==> src/common/uart_defines.svh <==
`ifndef UART_DEFINES_SVH
`define UART_DEFINES_SVH

// 61 gives 7x oversampling of 115200 baud at 50 MHz
`define UART_SAMPLE_DIV 61

// entries per FIFO as a power of two
`define UART_FIFO_DEPTH 4

// register address width
`define UART_ADDR_W 2

`endif

==> src/common/uart_pkg.sv <==
`default_nettype none

`include "uart_defines.svh"

package uart_pkg;

    // one character as it travels on the line
    typedef logic [7:0] uart_byte_t;

    // what the receiver hands over per frame
    typedef struct packed {
        uart_byte_t data;
        logic       frame_error;
    } rx_entry_t;

    typedef logic [$clog2(`UART_FIFO_DEPTH + 1)-1:0] fifo_level_t;

endpackage

`default_nettype wire

==> src/common/uart_regs_pkg.sv <==
`default_nettype none

`include "uart_defines.svh"

package uart_regs_pkg;

    typedef enum logic [`UART_ADDR_W-1:0] {
        REG_DATA   = 0,
        REG_STATUS = 1,
        REG_ERRCNT = 2
    } uart_reg_e;

    // bit positions in the status byte
    localparam int STAT_RX_AVAIL    = 0;
    localparam int STAT_RX_HEAD_ERR = 1;
    localparam int STAT_RX_OVERFLOW = 2;
    localparam int STAT_TX_FULL     = 3;
    localparam int STAT_TX_IDLE     = 4;

endpackage

`default_nettype wire

==> src/common/uart_byte_if.sv <==
`timescale 1ns/1ps
`default_nettype none

interface uart_byte_if;
    import uart_pkg::*;

    logic       tx_vld;
    uart_byte_t tx_data;
    logic       tx_busy;
    logic       rx_vld;
    uart_byte_t rx_data;
    logic       rx_frame_error;

    modport reg_side (
        output tx_vld,
        output tx_data,
        input  tx_busy,
        input  rx_vld,
        input  rx_data,
        input  rx_frame_error
    );

    modport framer_side (
        input  tx_vld,
        input  tx_data,
        output tx_busy,
        output rx_vld,
        output rx_data,
        output rx_frame_error
    );

endinterface

`default_nettype wire

==> src/uart/uart_framer.sv <==
`timescale 1ns/1ps
`default_nettype none

`include "uart_defines.svh"

module uart_framer #(
    parameter int sample_div = `UART_SAMPLE_DIV
)
(
    input  wire logic         clk_50,
    input  wire logic         rst,
    uart_byte_if.framer_side  link,
    output logic              uart_tx,
    input  wire logic         uart_rx
);

    localparam int cnt_w = (sample_div > 0) ? $clog2(sample_div + 1) : 1;

    logic [cnt_w-1:0] sample_cnt;
    logic             sample_en;

    logic [6:0]       rx_sample;
    logic [2:0]       rx_bitclk_cnt;
    logic             rx_bitclk_en;
    logic [3:0]       rx_bit_cnt;
    logic             rx_busy;
    logic             rx_busy_d1;
    logic             rx_done;
    logic             rx_error;
    logic [8:0]       rx_capture;
    logic [8:0]       rx_signal_errors;
    logic             rx_falling;
    logic             rx_high;
    logic             rx_low;

    logic [8:0]       tx_shift;
    logic [2:0]       tx_bitclk_cnt;
    logic [3:0]       tx_cnt;
    logic             tx_busy;

    // seven sample enables per bit time
    always_ff @(posedge clk_50 or posedge rst)
    begin
        if (rst)
        begin
            sample_cnt <= '0;
            sample_en  <= 1'b0;
        end
        else if (sample_cnt == cnt_w'(sample_div))
        begin
            sample_cnt <= '0;
            sample_en  <= 1'b1;
        end
        else
        begin
            sample_cnt <= sample_cnt + 1'b1;
            sample_en  <= 1'b0;
        end
    end

    // clean edge, or a noisy one with one odd sample in the middle
    assign rx_falling = (rx_sample == 7'b1110000) ||
                        ((rx_sample[6:4] == 3'b110) && (rx_sample[1:0] == 2'b00));

    // two samples near mid-bit must agree, otherwise the bit is ambiguous
    assign rx_high = (rx_sample[2:1] == 2'b11);
    assign rx_low  = (rx_sample[2:1] == 2'b00);

    always_ff @(posedge clk_50 or posedge rst)
    begin
        if (rst)
            rx_sample <= '1;
        else if (sample_en)
            rx_sample <= {rx_sample[5:0], uart_rx};
    end

    always_ff @(posedge clk_50 or posedge rst)
    begin
        if (rst)
        begin
            rx_bitclk_cnt <= '0;
            rx_bitclk_en  <= 1'b0;
            rx_bit_cnt    <= '0;
            rx_busy       <= 1'b0;
        end
        else if (sample_en)
        begin
            if (!rx_busy)
            begin
                rx_bitclk_cnt <= '0;
                rx_bitclk_en  <= 1'b0;
                rx_bit_cnt    <= '0;
                rx_busy       <= rx_falling;
            end
            else
            begin
                rx_busy      <= (rx_bit_cnt != 4'd9);
                rx_bitclk_en <= (rx_bitclk_cnt == 3'd5);
                if (rx_bitclk_cnt == 3'd6)
                begin
                    rx_bitclk_cnt <= '0;
                    rx_bit_cnt    <= rx_bit_cnt + 4'd1;
                end
                else
                begin
                    rx_bitclk_cnt <= rx_bitclk_cnt + 3'd1;
                end
            end
        end
    end

    // eight data bits, first one received ends up on top, then the stop bit
    always_ff @(posedge clk_50)
    begin
        if (sample_en && rx_bitclk_en)
        begin
            rx_capture       <= {rx_capture[7:0], rx_high};
            rx_signal_errors <= {rx_signal_errors[7:0], !rx_high && !rx_low};
        end
    end

    always_ff @(posedge clk_50 or posedge rst)
    begin
        if (rst)
        begin
            rx_busy_d1 <= 1'b0;
            rx_done    <= 1'b0;
            rx_error   <= 1'b0;
        end
        else
        begin
            rx_busy_d1 <= rx_busy;
            rx_done    <= rx_busy_d1 && !rx_busy;
            if (rx_busy_d1 && !rx_busy)
                rx_error <= (rx_signal_errors != 9'd0) || !rx_capture[0];
        end
    end

    assign link.rx_vld         = rx_done;
    assign link.rx_data        = rx_capture[8:1];
    assign link.rx_frame_error = rx_error;

    // start bit goes out right after acceptance, data follows msb first
    always_ff @(posedge clk_50 or posedge rst)
    begin
        if (rst)
        begin
            tx_shift      <= '1;
            tx_bitclk_cnt <= '0;
            tx_cnt        <= '0;
            tx_busy       <= 1'b0;
        end
        else if (!tx_busy && link.tx_vld)
        begin
            tx_shift      <= {1'b0, link.tx_data};
            tx_bitclk_cnt <= '0;
            tx_cnt        <= '0;
            tx_busy       <= 1'b1;
        end
        else if (sample_en && tx_busy)
        begin
            if (tx_bitclk_cnt == 3'd6)
            begin
                tx_bitclk_cnt <= '0;
                tx_shift      <= {tx_shift[7:0], 1'b1};
                tx_cnt        <= tx_cnt + 4'd1;
                // tenth shift ends the stop bit
                if (tx_cnt == 4'd9)
                    tx_busy <= 1'b0;
            end
            else
            begin
                tx_bitclk_cnt <= tx_bitclk_cnt + 3'd1;
            end
        end
    end

    assign uart_tx      = tx_shift[8];
    assign link.tx_busy = tx_busy;

endmodule

`default_nettype wire

==> src/hw/byte_fifo.sv <==
`timescale 1ns/1ps
`default_nettype none

`include "uart_defines.svh"

module byte_fifo #(
    parameter type payload_t = logic [7:0],
    parameter int  depth     = `UART_FIFO_DEPTH
)
(
    input  wire logic              clk_50,
    input  wire logic              rst,
    input  wire logic              push,
    input  wire payload_t          push_data,
    input  wire logic              pop,
    output payload_t               pop_data,
    output logic                   full,
    output logic                   empty,
    output uart_pkg::fifo_level_t  level
);
    import uart_pkg::*;

    localparam int ptr_w = (depth > 1) ? $clog2(depth) : 1;

    payload_t         mem [depth];
    logic [ptr_w-1:0] wr_ptr;
    logic [ptr_w-1:0] rd_ptr;
    fifo_level_t      count;
    logic             do_push;
    logic             do_pop;

    assign full     = (count == fifo_level_t'(depth));
    assign empty    = (count == '0);
    assign do_push  = push && !full;
    assign do_pop   = pop && !empty;
    // head entry is visible without a pop
    assign pop_data = mem[rd_ptr];
    assign level    = count;

    always_ff @(posedge clk_50)
    begin
        if (do_push)
            mem[wr_ptr] <= push_data;
    end

    always_ff @(posedge clk_50 or posedge rst)
    begin
        if (rst)
        begin
            wr_ptr <= '0;
            rd_ptr <= '0;
            count  <= '0;
        end
        else
        begin
            if (do_push)
                wr_ptr <= (wr_ptr == ptr_w'(depth - 1)) ? '0 : wr_ptr + 1'b1;
            if (do_pop)
                rd_ptr <= (rd_ptr == ptr_w'(depth - 1)) ? '0 : rd_ptr + 1'b1;
            count <= count + fifo_level_t'(do_push) - fifo_level_t'(do_pop);
        end
    end

endmodule

`default_nettype wire

==> src/hw/uart_reg_port.sv <==
`timescale 1ns/1ps
`default_nettype none

`include "uart_defines.svh"

module uart_reg_port
(
    input  wire logic                    clk_50,
    input  wire logic                    rst,
    input  wire logic                    bus_wr,
    input  wire logic                    bus_rd,
    input  wire logic [`UART_ADDR_W-1:0] bus_addr,
    input  wire uart_pkg::uart_byte_t    bus_wdata,
    output uart_pkg::uart_byte_t         bus_rdata,
    uart_byte_if.reg_side                link
);
    import uart_pkg::*;
    import uart_regs_pkg::*;

    uart_reg_e  addr;
    logic       tx_push;
    logic       tx_pop;
    logic       tx_full;
    logic       tx_empty;
    uart_byte_t tx_head;
    logic       rx_pop;
    logic       rx_full;
    logic       rx_empty;
    rx_entry_t  rx_in;
    rx_entry_t  rx_head;
    logic       rx_overflow;
    logic [7:0] err_cnt;
    uart_byte_t status;

    assign addr    = uart_reg_e'(bus_addr);
    assign tx_push = bus_wr && (addr == REG_DATA);
    assign tx_pop  = link.tx_vld && !link.tx_busy;
    assign rx_pop  = bus_rd && (addr == REG_DATA);
    assign rx_in   = '{data: link.rx_data, frame_error: link.rx_frame_error};

    byte_fifo #(.payload_t(uart_byte_t), .depth(`UART_FIFO_DEPTH)) tx_fifo (
        .clk_50    (clk_50),
        .rst       (rst),
        .push      (tx_push),
        .push_data (bus_wdata),
        .pop       (tx_pop),
        .pop_data  (tx_head),
        .full      (tx_full),
        .empty     (tx_empty),
        .level     ()
    );

    byte_fifo #(.payload_t(rx_entry_t), .depth(`UART_FIFO_DEPTH)) rx_fifo (
        .clk_50    (clk_50),
        .rst       (rst),
        .push      (link.rx_vld),
        .push_data (rx_in),
        .pop       (rx_pop),
        .pop_data  (rx_head),
        .full      (rx_full),
        .empty     (rx_empty),
        .level     ()
    );

    // framer takes the head byte whenever it is free
    assign link.tx_vld  = !tx_empty;
    assign link.tx_data = tx_head;

    always_comb
    begin
        status                   = '0;
        status[STAT_RX_AVAIL]    = !rx_empty;
        status[STAT_RX_HEAD_ERR] = !rx_empty && rx_head.frame_error;
        status[STAT_RX_OVERFLOW] = rx_overflow;
        status[STAT_TX_FULL]     = tx_full;
        status[STAT_TX_IDLE]     = tx_empty && !link.tx_busy;
    end

    always_ff @(posedge clk_50 or posedge rst)
    begin
        if (rst)
        begin
            rx_overflow <= 1'b0;
            err_cnt     <= '0;
        end
        else
        begin
            if (bus_wr && (addr == REG_STATUS))
                rx_overflow <= 1'b0;
            // a new drop wins over a clear in the same cycle
            if (link.rx_vld && rx_full)
                rx_overflow <= 1'b1;
            if (link.rx_vld && link.rx_frame_error && (err_cnt != 8'hff))
                err_cnt <= err_cnt + 8'd1;
        end
    end

    always_ff @(posedge clk_50 or posedge rst)
    begin
        if (rst)
            bus_rdata <= '0;
        else if (bus_rd)
        begin
            case (addr)
                REG_DATA:   bus_rdata <= rx_empty ? '0 : rx_head.data;
                REG_STATUS: bus_rdata <= status;
                REG_ERRCNT: bus_rdata <= err_cnt;
                default:    bus_rdata <= '0;
            endcase
        end
    end

endmodule

`default_nettype wire

==> src/hw/uart_top.sv <==
`timescale 1ns/1ps
`default_nettype none

`include "uart_defines.svh"

module uart_top #(
    parameter int sample_div = `UART_SAMPLE_DIV
)
(
    input  wire logic                    clk_50,
    input  wire logic                    rst,

    input  wire logic                    bus_wr,
    input  wire logic                    bus_rd,
    input  wire logic [`UART_ADDR_W-1:0] bus_addr,
    input  wire logic [7:0]              bus_wdata,
    output logic [7:0]                   bus_rdata,

    output logic                         uart_tx,
    input  wire logic                    uart_rx
);

    // byte path between register side and framer
    uart_byte_if link ();

    uart_reg_port i_reg_port (
        .clk_50    (clk_50),
        .rst       (rst),
        .bus_wr    (bus_wr),
        .bus_rd    (bus_rd),
        .bus_addr  (bus_addr),
        .bus_wdata (bus_wdata),
        .bus_rdata (bus_rdata),
        .link      (link.reg_side)
    );

    uart_framer #(
        .sample_div (sample_div)
    ) i_framer (
        .clk_50  (clk_50),
        .rst     (rst),
        .link    (link.framer_side),
        .uart_tx (uart_tx),
        .uart_rx (uart_rx)
    );

endmodule

`default_nettype wire

==> config.mk <==
export PLATFORM = sky130hd
export DESIGN_NAME = uart_top
export DESIGN_NICKNAME = d
export VERILOG_FILES = /design/src/common/uart_pkg.sv /design/src/common/uart_regs_pkg.sv /design/src/common/uart_byte_if.sv /design/src/uart/uart_framer.sv /design/src/hw/byte_fifo.sv /design/src/hw/uart_reg_port.sv /design/src/hw/uart_top.sv
export VERILOG_INCLUDE_DIRS = /design/src /design/src/common
export SDC_FILE = /design/constraint.sdc
export NUM_CORES = 1
export LEC_CHECK = 0
export BUFFER_PORTS_ARGS = -buffer_cell sky130_fd_sc_hd__buf_4
export CELL_PAD_IN_SITES_DETAIL_PLACEMENT = 0
export CELL_PAD_IN_SITES_GLOBAL_PLACEMENT = 1
export CORE_ASPECT_RATIO = 1.75
export CORE_MARGIN = 1
export CORE_UTILIZATION = 47
export CTS_BUF_LIST = sky130_fd_sc_hd__clkbuf_16
export CTS_CLUSTER_SIZE = 12
export DETAILED_ROUTE_END_ITERATION = 16
export HOLD_SLACK_MARGIN = 0.03
export PLACE_DENSITY_LB_ADDON = 0.1
export SLEW_MARGIN = 0
export SYNTH_ARGS = -nofsm -noshare
export SYNTH_HDL_FRONTEND = slang
export SYNTH_SLANG_ARGS = --single-unit
==> constraint.sdc <==
create_clock -name clk_50 -period 2.11 [get_ports clk_50]
set_input_delay 0.1055 -clock clk_50 [delete_from_list [all_inputs] [get_ports clk_50]]
set_output_delay 0.1055 -clock clk_50 [all_outputs]
set_load 0.02 [all_outputs]
Word-level counts from Yosys, hierarchy flattened
Memories as Yosys holds them, arrays and structs flattened.
Cells that the tools add are included.
W data, S select, Z words.
{ "totals": {"n_memories": 2, "ff_bits": 92, "wordCells": 135, "in_bits": 15, "ram_bits": 68} }
{ "mem_list": {"columns": ["memory", "words", "width", "rd", "rd_ports_with_merged_regs", "write_ports", "line_no", "rtl"], "rows": [
  ["i_reg_port.rx_fifo.mem", 4, 9, 1, 0, 1, "byte_fifo.sv:25", "payload_t mem [depth];"],
  ["i_reg_port.tx_fifo.mem", 4, 8, 1, 0, 1, "byte_fifo.sv:25", null]
]} }
{ "classes": {"addsub": 14, "n_mux": 33, "reduce_logical": 42, "n_eq_ne": 19} }
{ "ops": {"columns": ["operator", "n"], "rows": [
  ["$mux W9", 3],
  ["$pmux W8 S3", 1],
  ["$mux W4", 5],
  ["$eq A3 B3 Y1 const B", 6],
  ["$logic_and A1 B1 Y1", 18],
  ["$mux W3", 5],
  ["$mux W1", 13],
  ["$eq A2 B2 Y1 const B", 6],
  ["$logic_not A1 Y1", 9],
  ["$reduce_bool A9 Y1", 1],
  ["$add A2 B1 Y2 const B", 4],
  ["$add A4 B1 Y4 const B", 2],
  ["$add A8 B1 Y8 const B", 1],
  ["$mux W2", 4],
  ["$mux W8", 1],
  ["$ne A8 B8 Y1 const B", 1],
  ["$reduce_bool A2 Y1", 4],
  ["$eq A7 B7 Y1 const B", 1],
  ["$add A3 B1 Y3", 2],
  ["$add A3 B1 Y3 const B", 2],
  ["$add A6 B1 Y6 const B", 1],
  ["$eq A6 B6 Y1 const B", 1],
  ["$logic_not A2 Y1", 3],
  ["$logic_not A3 Y1", 2],
  ["other kinds (9)", 12]
]} }

Logic depth before layout (Yosys ltp)
Gate-level depths: netlist of the first run.
{ "depth": {"word_depth": 5, "ltp_mapped": 9} }

Modules after synthesis
A second synthesis of the first run with hierarchy kept.
{ "hier_totals": {"cells_unflattened": 482, "area_unflattened_um2": 6936.7} }
{ "by_module_without_submodules": {"columns": ["module", "seq_area_each_um2", "area_per_inst_um2", "cells_each", "n_inst"], "rows": [
  ["uart_framer", 1636.6, 2681.3, 226, 1],
  ["byte_fifo (i_reg_port.rx_fifo)", 1256.2, 1764.2, 88, 1],
  ["byte_fifo (i_reg_port.tx_fifo)", 1136.1, 1604.0, 81, 1],
  ["uart_reg_port", 425.4, 887.1, 87, 1]
]} }

Worst setup path before layout of the first run
Ideal clock, no wire load.
{ "synth_timing": {"kind": "register to register", "from": "register i_reg_port.rx_fifo.count[1], in the netlist i_reg_port.rx_fifo.level[1]", "to": "register i_reg_port.rx_fifo.count[2], in the netlist i_reg_port.rx_fifo.level[2]", "period_less_slack_ps": 2081, "t_arrival_ps": 1957, "required_time_ps": 1986, "n_path_buf": 0, "slack_ps": 29, "stages_incl_launch_ff": 10, "cell_sequence": "dfrtp_1 > nor3_1 > nor3_4 > nand2_1 > xnor2_1 > ha_1 > inv_1 > fa_1 > xnor2_1 > xnor2_1"} }
{ "synth_via": {"elab_chain_cells": 5, "word_cells_on_any_way": 8} }
{ "synth_rtl": {"columns": ["element", "line_no", "rtl"], "rows": [
  ["start, declared", "byte_fifo.sv:28", "fifo_level_t count;"],
  ["start signal, assigned", "byte_fifo.sv:60", "count <= count + fifo_level_t'(do_push) - fifo_level_t'(do_pop);"],
  ["$eq A3 B3 Y1", "byte_fifo.sv:32", "assign full = (count == fifo_level_t'(depth));"],
  ["$logic_not A1 Y1", "byte_fifo.sv:34", "assign do_push = push && !full;"],
  ["$logic_and A1 B1 Y1", "byte_fifo.sv:34", null],
  ["$add A3 B1 Y3", "byte_fifo.sv:60", null],
  ["$sub A3 B1 Y3 *", "byte_fifo.sv:60", null]
]} }
Mark *: on every way between the ends. The rest lies on a longest branch, timed or not.
A chain may end at the register's enable or synchronous reset.

Worst setup path after layout of the first run
{ "layout_timing": {"from": "register i_reg_port.rx_fifo.count[0], in the netlist i_reg_port.rx_fifo.level[0]", "to": "register i_reg_port.rx_fifo.count[2], in the netlist i_reg_port.rx_fifo.level[2]"} }
The elaborated chain is that of the path after synthesis.

==> flow_metrics.env, run 1 <==
export IMPL_via_count_of_the_first_global_routing_pass=3961
export IMPL_postSynthRegisterBits=160
export IMPL_drtIter0Drc=160
export IMPL_sequential_cell_area_fraction_in_the_yosys_report_pct=66.9
export IMPL_vdd_ir_drop_worst_mv=0.584
export IMPL_post_synth_instance_area_um2=6660
export IMPL_unrepaired_setup_endpoints_after_global_routing="no"
export IMPL_maximum_number_of_pins_on_one_net_before_global_route_repair=25
export IMPL_clk_path_buf_depth=2
export IMPL_power_density_cell_area_nw_per_um2=928
export IMPL_tcrit_tclk_final_pct=92.8
export IMPL_clock_sinks=160
export IMPL_chip_width_um=92.0
export IMPL_place_inst=660
export IMPL_asyncSetResetFlopFracSynth_pct=46.3
export IMPL_r2r_cells=10
export IMPL_timing_final_max_slew_violations=0
export IMPL_power_mw=7.30
export IMPL_net_count_reported_at_finish=553
export IMPL_drc=0
export IMPL_cts_root_buffer="sky130_fd_sc_hd__clkbuf_16"
export IMPL_top_reg_cell_synth="sky130_fd_sc_hd__edfxtp_1"
export IMPL_worst_setup_path_start_kind="flip-flop"
export IMPL_worst_hold_path_type="in -> reg"
export IMPL_route_top_layer_used="met4"
export IMPL_crit_path_end_kind="flip-flop"
export IMPL_fin_cells=706
export IMPL_critical_path_required_ns=2.44
export IMPL_multi_input_area_um2=2100
export IMPL_cp_arrival_ns=2.29
export IMPL_drt_total_wl_um=11600
export IMPL_run_status="complete, no violations"
export IMPL_layout_min_cycle_time_ns=1.96
export IMPL_grt_util_all_layers_pct=17.4
export IMPL_ant_nets=0
export IMPL_cts_buffers_inserted=17
export IMPL_number_of_setup_violations_in_the_final_report=0
export IMPL_post_synth_inst_count=455
export IMPL_final_hold_viol_count=0
export IMPL_ys_warn_count=0
export IMPL_route_detailed_wl_per_inst_um=16.4
export IMPL_synth_cell_types=50
export IMPL_antenna_diode_count=0
export IMPL_die_h_um=159
export IMPL_worst_skew_pair_late_latency_ns=0.41
export IMPL_final_layout_size_suffix_gt1_share_pct=25.9
export IMPL_post_route_worst_setup_slack_ns=0.152
export IMPL_clk_pin_slew_ns=0.07
export IMPL_ff_latch_area_um2=4450
export IMPL_timing_hold_worst_path_depth=4
export IMPL_cts_tree="done"
export IMPL_synth_top_area_share_pct=38.8
export IMPL_worst_pin_slew_ns=0.628
export IMPL_synth_area_leader_cell="sky130_fd_sc_hd__edfxtp_1"
export IMPL_overflow=0
export IMPL_syn_area_per_cell_um2=14.6
export IMPL_dr_total_vias=3745
export IMPL_timing_clock_skew_ns=0.00828
export IMPL_synth_net_count=492
export IMPL_fp_coreArea_um2=13800
export IMPL_area_delta_synth_final_pct=18.2
export IMPL_cts_htree_levels=4
export IMPL_max_freq_mhz=511
export IMPL_initial_utilization_pct=48.1
export IMPL_path_max_fanout=2
export IMPL_nFillCells=1175
export IMPL_detail_route_first_pass_iterations=4
export IMPL_leakage_power_nw=2.86
export IMPL_die_area_um2=14700
export IMPL_grt_antenna_before_repair=0
export IMPL_maxSlewHeadroom_pct=58.1
export IMPL_post_drt_via_cell_ratio=5.30
export IMPL_routedLengthMet1_um=4500
export IMPL_number_of_enable_type_register_cells_in_the_synthesized_netlist=86
export IMPL_number_of_buffer_cells_added_on_primary_ports=23
export IMPL_detailedPlacementHpwl_um=8150
export IMPL_place_gp_congestion=0.709
export IMPL_grt_first_pass_wirelength_um=19200
export IMPL_final_hold_worst_slack_ns=0.0677
export IMPL_met3WireLength_um=252
export IMPL_pre_cts_slack_ns=-0.0221
export IMPL_timing_worst_setup_path_type="reg -> reg"
export IMPL_rows=57
export IMPL_drv_max_cap_violation_count=0
export IMPL_met2_wirelength_um=6650
export IMPL_io_pins=24
export IMPL_synth_area_leaders="sky130_fd_sc_hd__edfxtp_1 (39%), sky130_fd_sc_hd__dfrtp_1 (22%), sky130_fd_sc_hd__dfstp_2 (6.3%), sky130_fd_sc_hd__mux4_2 (5.4%), sky130_fd_sc_hd__ha_1 (3.8%)"
-- power breakdown --
part | switching (mW) | internal (mW)
clock | 1.34 | 1.57
sequential | 0.218 | 3.44
combinational | 0.339 | 0.397
total | 1.90 | 5.41
-- path summary, 6_finish.rpt --
kind	from	to	slack, ns
worst max register to register	i_reg_port.rx_fifo.level[0]	i_reg_port.rx_fifo.level[2]	0.15
max in group asynchronous	rst	i_framer.tx_shift[3]	1.22
worst min register to register	i_framer.rx_capture[0]	i_framer.rx_capture[1]	0.45
worst min-delay path	bus_addr[1]	i_reg_port.bus_rdata[1]	0.07
worst max-delay path	i_reg_port.rx_fifo.level[0]	i_reg_port.rx_fifo.level[2]	0.15
min in group asynchronous	rst	i_reg_port.tx_fifo.rd_ptr[0]	0.28
-- synthesized netlist by cell type, drive strengths merged (3+ instances only) --
| cell | number |
|---|---|
| nor3 | 4 |
| nand4 | 4 |
| dfstp | 16 |
| a22o | 3 |
| xnor2 | 13 |
| inv | 15 |
| nand2 | 36 |
| nand3 | 18 |
| edfxtp | 86 |
| mux2i | 10 |
| ha | 20 |
| buf | 10 |
| clkbuf | 4 |
| and2 | 8 |
| a31oi | 5 |
| nor2 | 35 |
| dfrtp | 58 |
| xor2 | 6 |
| a22oi | 5 |
| o21ai | 21 |
| a21oi | 12 |
| mux4 | 16 |
| nor4 | 4 |
| mux2 | 17 |
| nor2b | 4 |
| nand2b | 3 |
-- worst max-delay path, cell delays in order (launching register included) --
cell and delay, ns:
sky130_fd_sc_hd__dfrtp_1 0.39, sky130_fd_sc_hd__nor3_2 0.17, sky130_fd_sc_hd__buf_4 0.14, sky130_fd_sc_hd__nor3_4 0.04, sky130_fd_sc_hd__nand2_2 0.09, sky130_fd_sc_hd__xnor2_2 0.12, sky130_fd_sc_hd__ha_2 0.19, sky130_fd_sc_hd__inv_1 0.05
sky130_fd_sc_hd__fa_2 0.35, sky130_fd_sc_hd__xnor2_1 0.19, sky130_fd_sc_hd__xnor2_1 0.14
-- area by class of cell --
| type | instances | share of cell area (%) |
|---|---|---|
| flip-flops and latches | 160 | 56.6 |
| multi-input cells | 266 | 26.7 |
| repair buffers | 56 | 5.88 |
| clock buffers | 17 | 5.41 |
| well taps | 177 | 2.81 |
| clock inverters | 15 | 1.88 |
| inverters | 15 | 0.716 |
-- state kept, by name, indices dropped and copies added, names as in the netlist, 3 cells and up --
| register | cells |
|---|---|
| i_framer.rx_bit_cnt | 4 |
| i_framer.tx_bitclk_cnt | 3 |
| i_reg_port.rx_fifo.mem | 36 |
| i_reg_port.tx_fifo.mem | 32 |
| i_reg_port.bus_rdata | 8 |
| i_framer.sample_cnt | 6 |
| i_framer.tx_shift | 9 |
| i_framer.rx_bitclk_cnt | 3 |
| i_framer.rx_sample | 7 |
| i_framer.rx_signal_errors | 9 |
| i_framer.tx_cnt | 4 |
| i_reg_port.rx_fifo.level | 3 |
| i_reg_port.err_cnt | 8 |
| i_framer.rx_capture | 9 |
| i_reg_port.tx_fifo.level | 3 |
-- metrics by stage --
step | cell area, µm² | utilization (%) | setup TNS (ns)
2_1_floorplan | 6660 | - | 0
3_3_place_gp | 7130 | 51.6 | 0
3_5_place_dp | 7130 | 51.6 | -0.0221
4_1_cts | 7830 | 56.6 | 0
5_1_grt | 7870 | 56.9 | 0
6_report | 7870 | 56.9 | 0
-- metal layers --
metal | up-vias | global-route usage [%]
li1 | 1791 | -
met1 | 1897 | 18.1
met2 | 45 | 33.3
met3 | 12 | 4.01
met4 | 0 | 6.46
met5 | - | 0
-- what timing repair did --
| action | in CTS | in global routing |
|---|---|---|
| hold buffers | 12 | 0 |
| pin swaps | 1 | 4 |
| endpoints found under the hold margin | 45 | 0 |
| setup endpoints to repair | 1 | 1 |
| resized for setup | 0 | 7 |
| setup buffers | 1 | 1 |
-- cells in the final DEF, fill, tap and decap left out, types with 6 or more instances in the layout --
master / instances
sky130_fd_sc_hd__inv_1: 15
sky130_fd_sc_hd__dfstp_2: 16
sky130_fd_sc_hd__a21oi_1: 12
sky130_fd_sc_hd__and2_1: 8
sky130_fd_sc_hd__mux2_2: 17
sky130_fd_sc_hd__xnor2_1: 12
sky130_fd_sc_hd__mux2i_1: 10
sky130_fd_sc_hd__o21ai_0: 15
sky130_fd_sc_hd__dfrtp_1: 58
sky130_fd_sc_hd__edfxtp_1: 86
sky130_fd_sc_hd__o21ai_1: 6
sky130_fd_sc_hd__nand2_1: 34
sky130_fd_sc_hd__dlygate4sd3_1: 12
sky130_fd_sc_hd__nor2_1: 33
sky130_fd_sc_hd__buf_4: 43
sky130_fd_sc_hd__ha_1: 19
sky130_fd_sc_hd__mux4_2: 16
sky130_fd_sc_hd__clkbuf_16: 17
sky130_fd_sc_hd__nand3_1: 18
sky130_fd_sc_hd__xor2_1: 6
-- cells by family (layout without fill, tap and decap cells) --
kind of cell               count (synthesis)  count (layout)  synth area share (%)
muxes                                     43              43                  9.79
DFF                                      160             160                  66.9
buffers and inverters                     29             103                  1.94
xor gates and xnor gates                  19              19                  2.50
and+or+nand+nor                          126             126                  9.38
AOI/OAI and AO/OA                         56              56                  5.11
adders and majority gates                 22              22                  4.36
(Power assumes the default switching activity.)
==> run 2: changes to the inputs <==
CORE_UTILIZATION = 52   (was 47)
PLACE_DENSITY = 0.79   (was default)
PLACE_DENSITY_LB_ADDON = default   (was 0.1)
clock period = 2.1 ns   (was 2.11 ns; I/O delays follow)
==> run 2 against run 1 <==
Against the previous run:
- global-route usage is 2.1 points higher
- combinational power is 1% lower
- power is 1.2% higher
- critical path type unchanged
- critical path depth stayed put
- flip-flop and latch count stayed put
- count of clock-buffer cells in the layout stayed put
- via count is 0.13% lower
- sequential share of layout area is 0.33 points higher
- critical endpoint unchanged
- hold slack better by 0.25 ns
- largest power group unchanged
- die area is 9.5% lower
==> flow_metrics.env, run 2 (synthesized netlist as in run 1, its figures left out) <==
export IMPL_r2r_slack_ns=0.07
export IMPL_cts_tree="done"
export IMPL_max_freq_mhz=492
export IMPL_reg2reg_launch_point="i_reg_port.rx_fifo.level[0]"
export IMPL_ant_nets=0
export IMPL_chip_width_um=87.5
export IMPL_clk_pin_slew_ns=0.07
export IMPL_drc=0
export IMPL_timing_worst_setup_path_type="reg -> reg"
export IMPL_layout_cells_most_common="sky130_fd_sc_hd__edfxtp_1"
export IMPL_fin_cells=692
export IMPL_timing_rr_end="i_reg_port.rx_fifo.level[2]"
export IMPL_drv_max_cap_violation_count=0
export IMPL_power_density_cell_area_nw_per_um2=945
export IMPL_timing_clock_skew_ns=0.0140
export IMPL_tcrit_tclk_final_pct=96.7
export IMPL_place_inst=645
export IMPL_route_detailed_wl_per_inst_um=16.4
export IMPL_grt_antenna_before_repair=0
export IMPL_area_delta_synth_final_pct=17.5
export IMPL_maxSlewHeadroom_pct=58.1
export IMPL_die_h_um=152
export IMPL_clk_path_buf_depth=2
export IMPL_critical_path_required_ns=2.44
export IMPL_post_drt_via_cell_ratio=5.40
export IMPL_worst_skew_pair_late_latency_ns=0.42
export IMPL_cts_htree_levels=4
export IMPL_biggestRegsByFlops="i_reg_port.rx_fifo.mem (36), i_reg_port.tx_fifo.mem (32)"
export IMPL_cp_arrival_ns=2.37
export IMPL_busiest_layer="met2"
export IMPL_worst_hold_path_type="in -> async"
export IMPL_overflow=0
export IMPL_vdd_ir_drop_worst_mv=0.698
export IMPL_path_max_fanout=2
export IMPL_r2r_cells=10
export IMPL_finalCoreUtilization_pct=62.6
export IMPL_timing_final_max_slew_violations=0
export IMPL_die_area_um2=13300
export IMPL_maximum_number_of_pins_on_one_net_before_global_route_repair=75
export IMPL_number_of_buffer_cells_added_on_primary_ports=23
export IMPL_run_status="complete, no violations"
export IMPL_detail_route_first_pass_iterations=4
export IMPL_final_hold_viol_count=0
export IMPL_clock_sinks=160
export IMPL_worst_setup_path_start_kind="flip-flop"
export IMPL_number_of_setup_violations_in_the_final_report=0
export IMPL_rows=54
export IMPL_cts_buffers_inserted=17
export IMPL_io_pins=24
export IMPL_net_count_reported_at_finish=548
export IMPL_drtIter0Drc=169
export IMPL_dr_total_vias=3740
export IMPL_drt_total_wl_um=11400
export IMPL_via_count_of_the_first_global_routing_pass=3922
export IMPL_gr_usage_met2_pct=35.2
export IMPL_grt_first_pass_wirelength_um=18900
export IMPL_grt_util_all_layers_pct=19.6
export IMPL_antenna_diode_count=0
export IMPL_gr_met3_demand_resource_pct=3.47
export IMPL_leakage_power_nw=2.85
export IMPL_crit_path_end_kind="flip-flop"
export IMPL_layout_min_cycle_time_ns=2.03
export IMPL_registers_top_by_ff_count="i_reg_port.rx_fifo.mem"
export IMPL_place_gp_congestion=0.808
export IMPL_setup_total_negative_slack_ns=0
export IMPL_detailedPlacementHpwl_um=7680
export IMPL_worst_pin_slew_ns=0.628
export IMPL_largest_reg_flops=36
export IMPL_final_layout_size_suffix_gt1_share_pct=24.2
export IMPL_cts_root_buffer="sky130_fd_sc_hd__clkbuf_16"
export IMPL_mostFrequentLayoutCells="sky130_fd_sc_hd__edfxtp_1 (86), sky130_fd_sc_hd__dfrtp_1 (58), sky130_fd_sc_hd__buf_4 (36), sky130_fd_sc_hd__nand2_1 (34), sky130_fd_sc_hd__nor2_1 (33)"
export IMPL_grtUsageMet1_pct=21.7
export IMPL_fp_coreArea_um2=12500
export IMPL_initial_utilization_pct=53.3
-- run 2: cell count changes in the layout (fill, tap and decap cells not counted), moves of 2 or more --
cell                            previous run  this run
sky130_fd_sc_hd__inv_8                     4         6
sky130_fd_sc_hd__dlygate4sd3_1            12        14
sky130_fd_sc_hd__clkinvlp_4                3         0
sky130_fd_sc_hd__buf_4                    43        36
-- run 2: repair_timing --
item	in CTS	in global routing
pin swaps	1	3
endpoints found under the setup margin	1	1
resized for setup	0	4
hold buffers	14	0
buffers inserted	1	0
endpoints found under the hold margin	100	0
-- run 2: metal layers --
layer,routed length [µm],share of wire (%)
met5,0,0
met4,323,2.8
met3,202,1.8
met2,6410,56
met1,4420,39
-- run 2: through the flow --
stage          cell area (µm²)  hold WS [ns]  power [mW]  setup WS (ns)
2_1_floorplan             6660         0.204        4.17         0.0187
3_3_place_gp              7080         0.230        4.39         0.0208
3_5_place_dp              7080         0.237        4.43        -0.0155
4_1_cts                   7810         0.345        7.47         0.0718
5_1_grt                   7820         0.364        7.72        -0.0202
6_report                  7820         0.320        7.39         0.0687
-- run 2: area by class of cell --
class                      count  area, µm²
multi-input combinational    266       2090
fill                         958       4680
tap                          168        210
inverter                      15       56.3
sequential                   160       4450
clock inverter                15        156
clock buffer                  17        425
timing repair buffer          51        430
-- run 2: critical path: stages (launching register included) --
cell	delay, ns
sky130_fd_sc_hd__dfrtp_1	0.39
sky130_fd_sc_hd__nor3_1	0.19
sky130_fd_sc_hd__buf_4	0.15
sky130_fd_sc_hd__nor3_4	0.04
sky130_fd_sc_hd__nand2_2	0.09
sky130_fd_sc_hd__xnor2_2	0.11
sky130_fd_sc_hd__ha_1	0.17
sky130_fd_sc_hd__inv_1	0.06
sky130_fd_sc_hd__fa_1	0.40
sky130_fd_sc_hd__xnor2_1	0.21
sky130_fd_sc_hd__xnor2_1	0.14
-- run 2: power by group --
group	internal (mW)	total (mW)	switching, mW
Sequential	3.46	3.68	0.215
Combinational	0.390	0.726	0.336
Clock	1.59	2.99	1.40
-- run 2: worst max path at each step --
| stage | startpoint | end | slack (ns) |
|---|---|---|---|
| after floorplan | i_reg_port.rx_fifo.level[1] | i_reg_port.rx_fifo.level[2] | 0.02 |
| after global placement | i_reg_port.rx_fifo.level[1] | i_reg_port.rx_fifo.level[2] | 0.02 |
| after detailed placement | i_reg_port.rx_fifo.level[0] | i_reg_port.rx_fifo.level[2] | -0.02 |
| after CTS | i_reg_port.rx_fifo.level[0] | i_reg_port.rx_fifo.level[2] | 0.07 |
| after global routing | i_reg_port.rx_fifo.level[0] | i_reg_port.rx_fifo.level[2] | -0.02 |
| final | i_reg_port.rx_fifo.level[0] | i_reg_port.rx_fifo.level[2] | 0.07 |
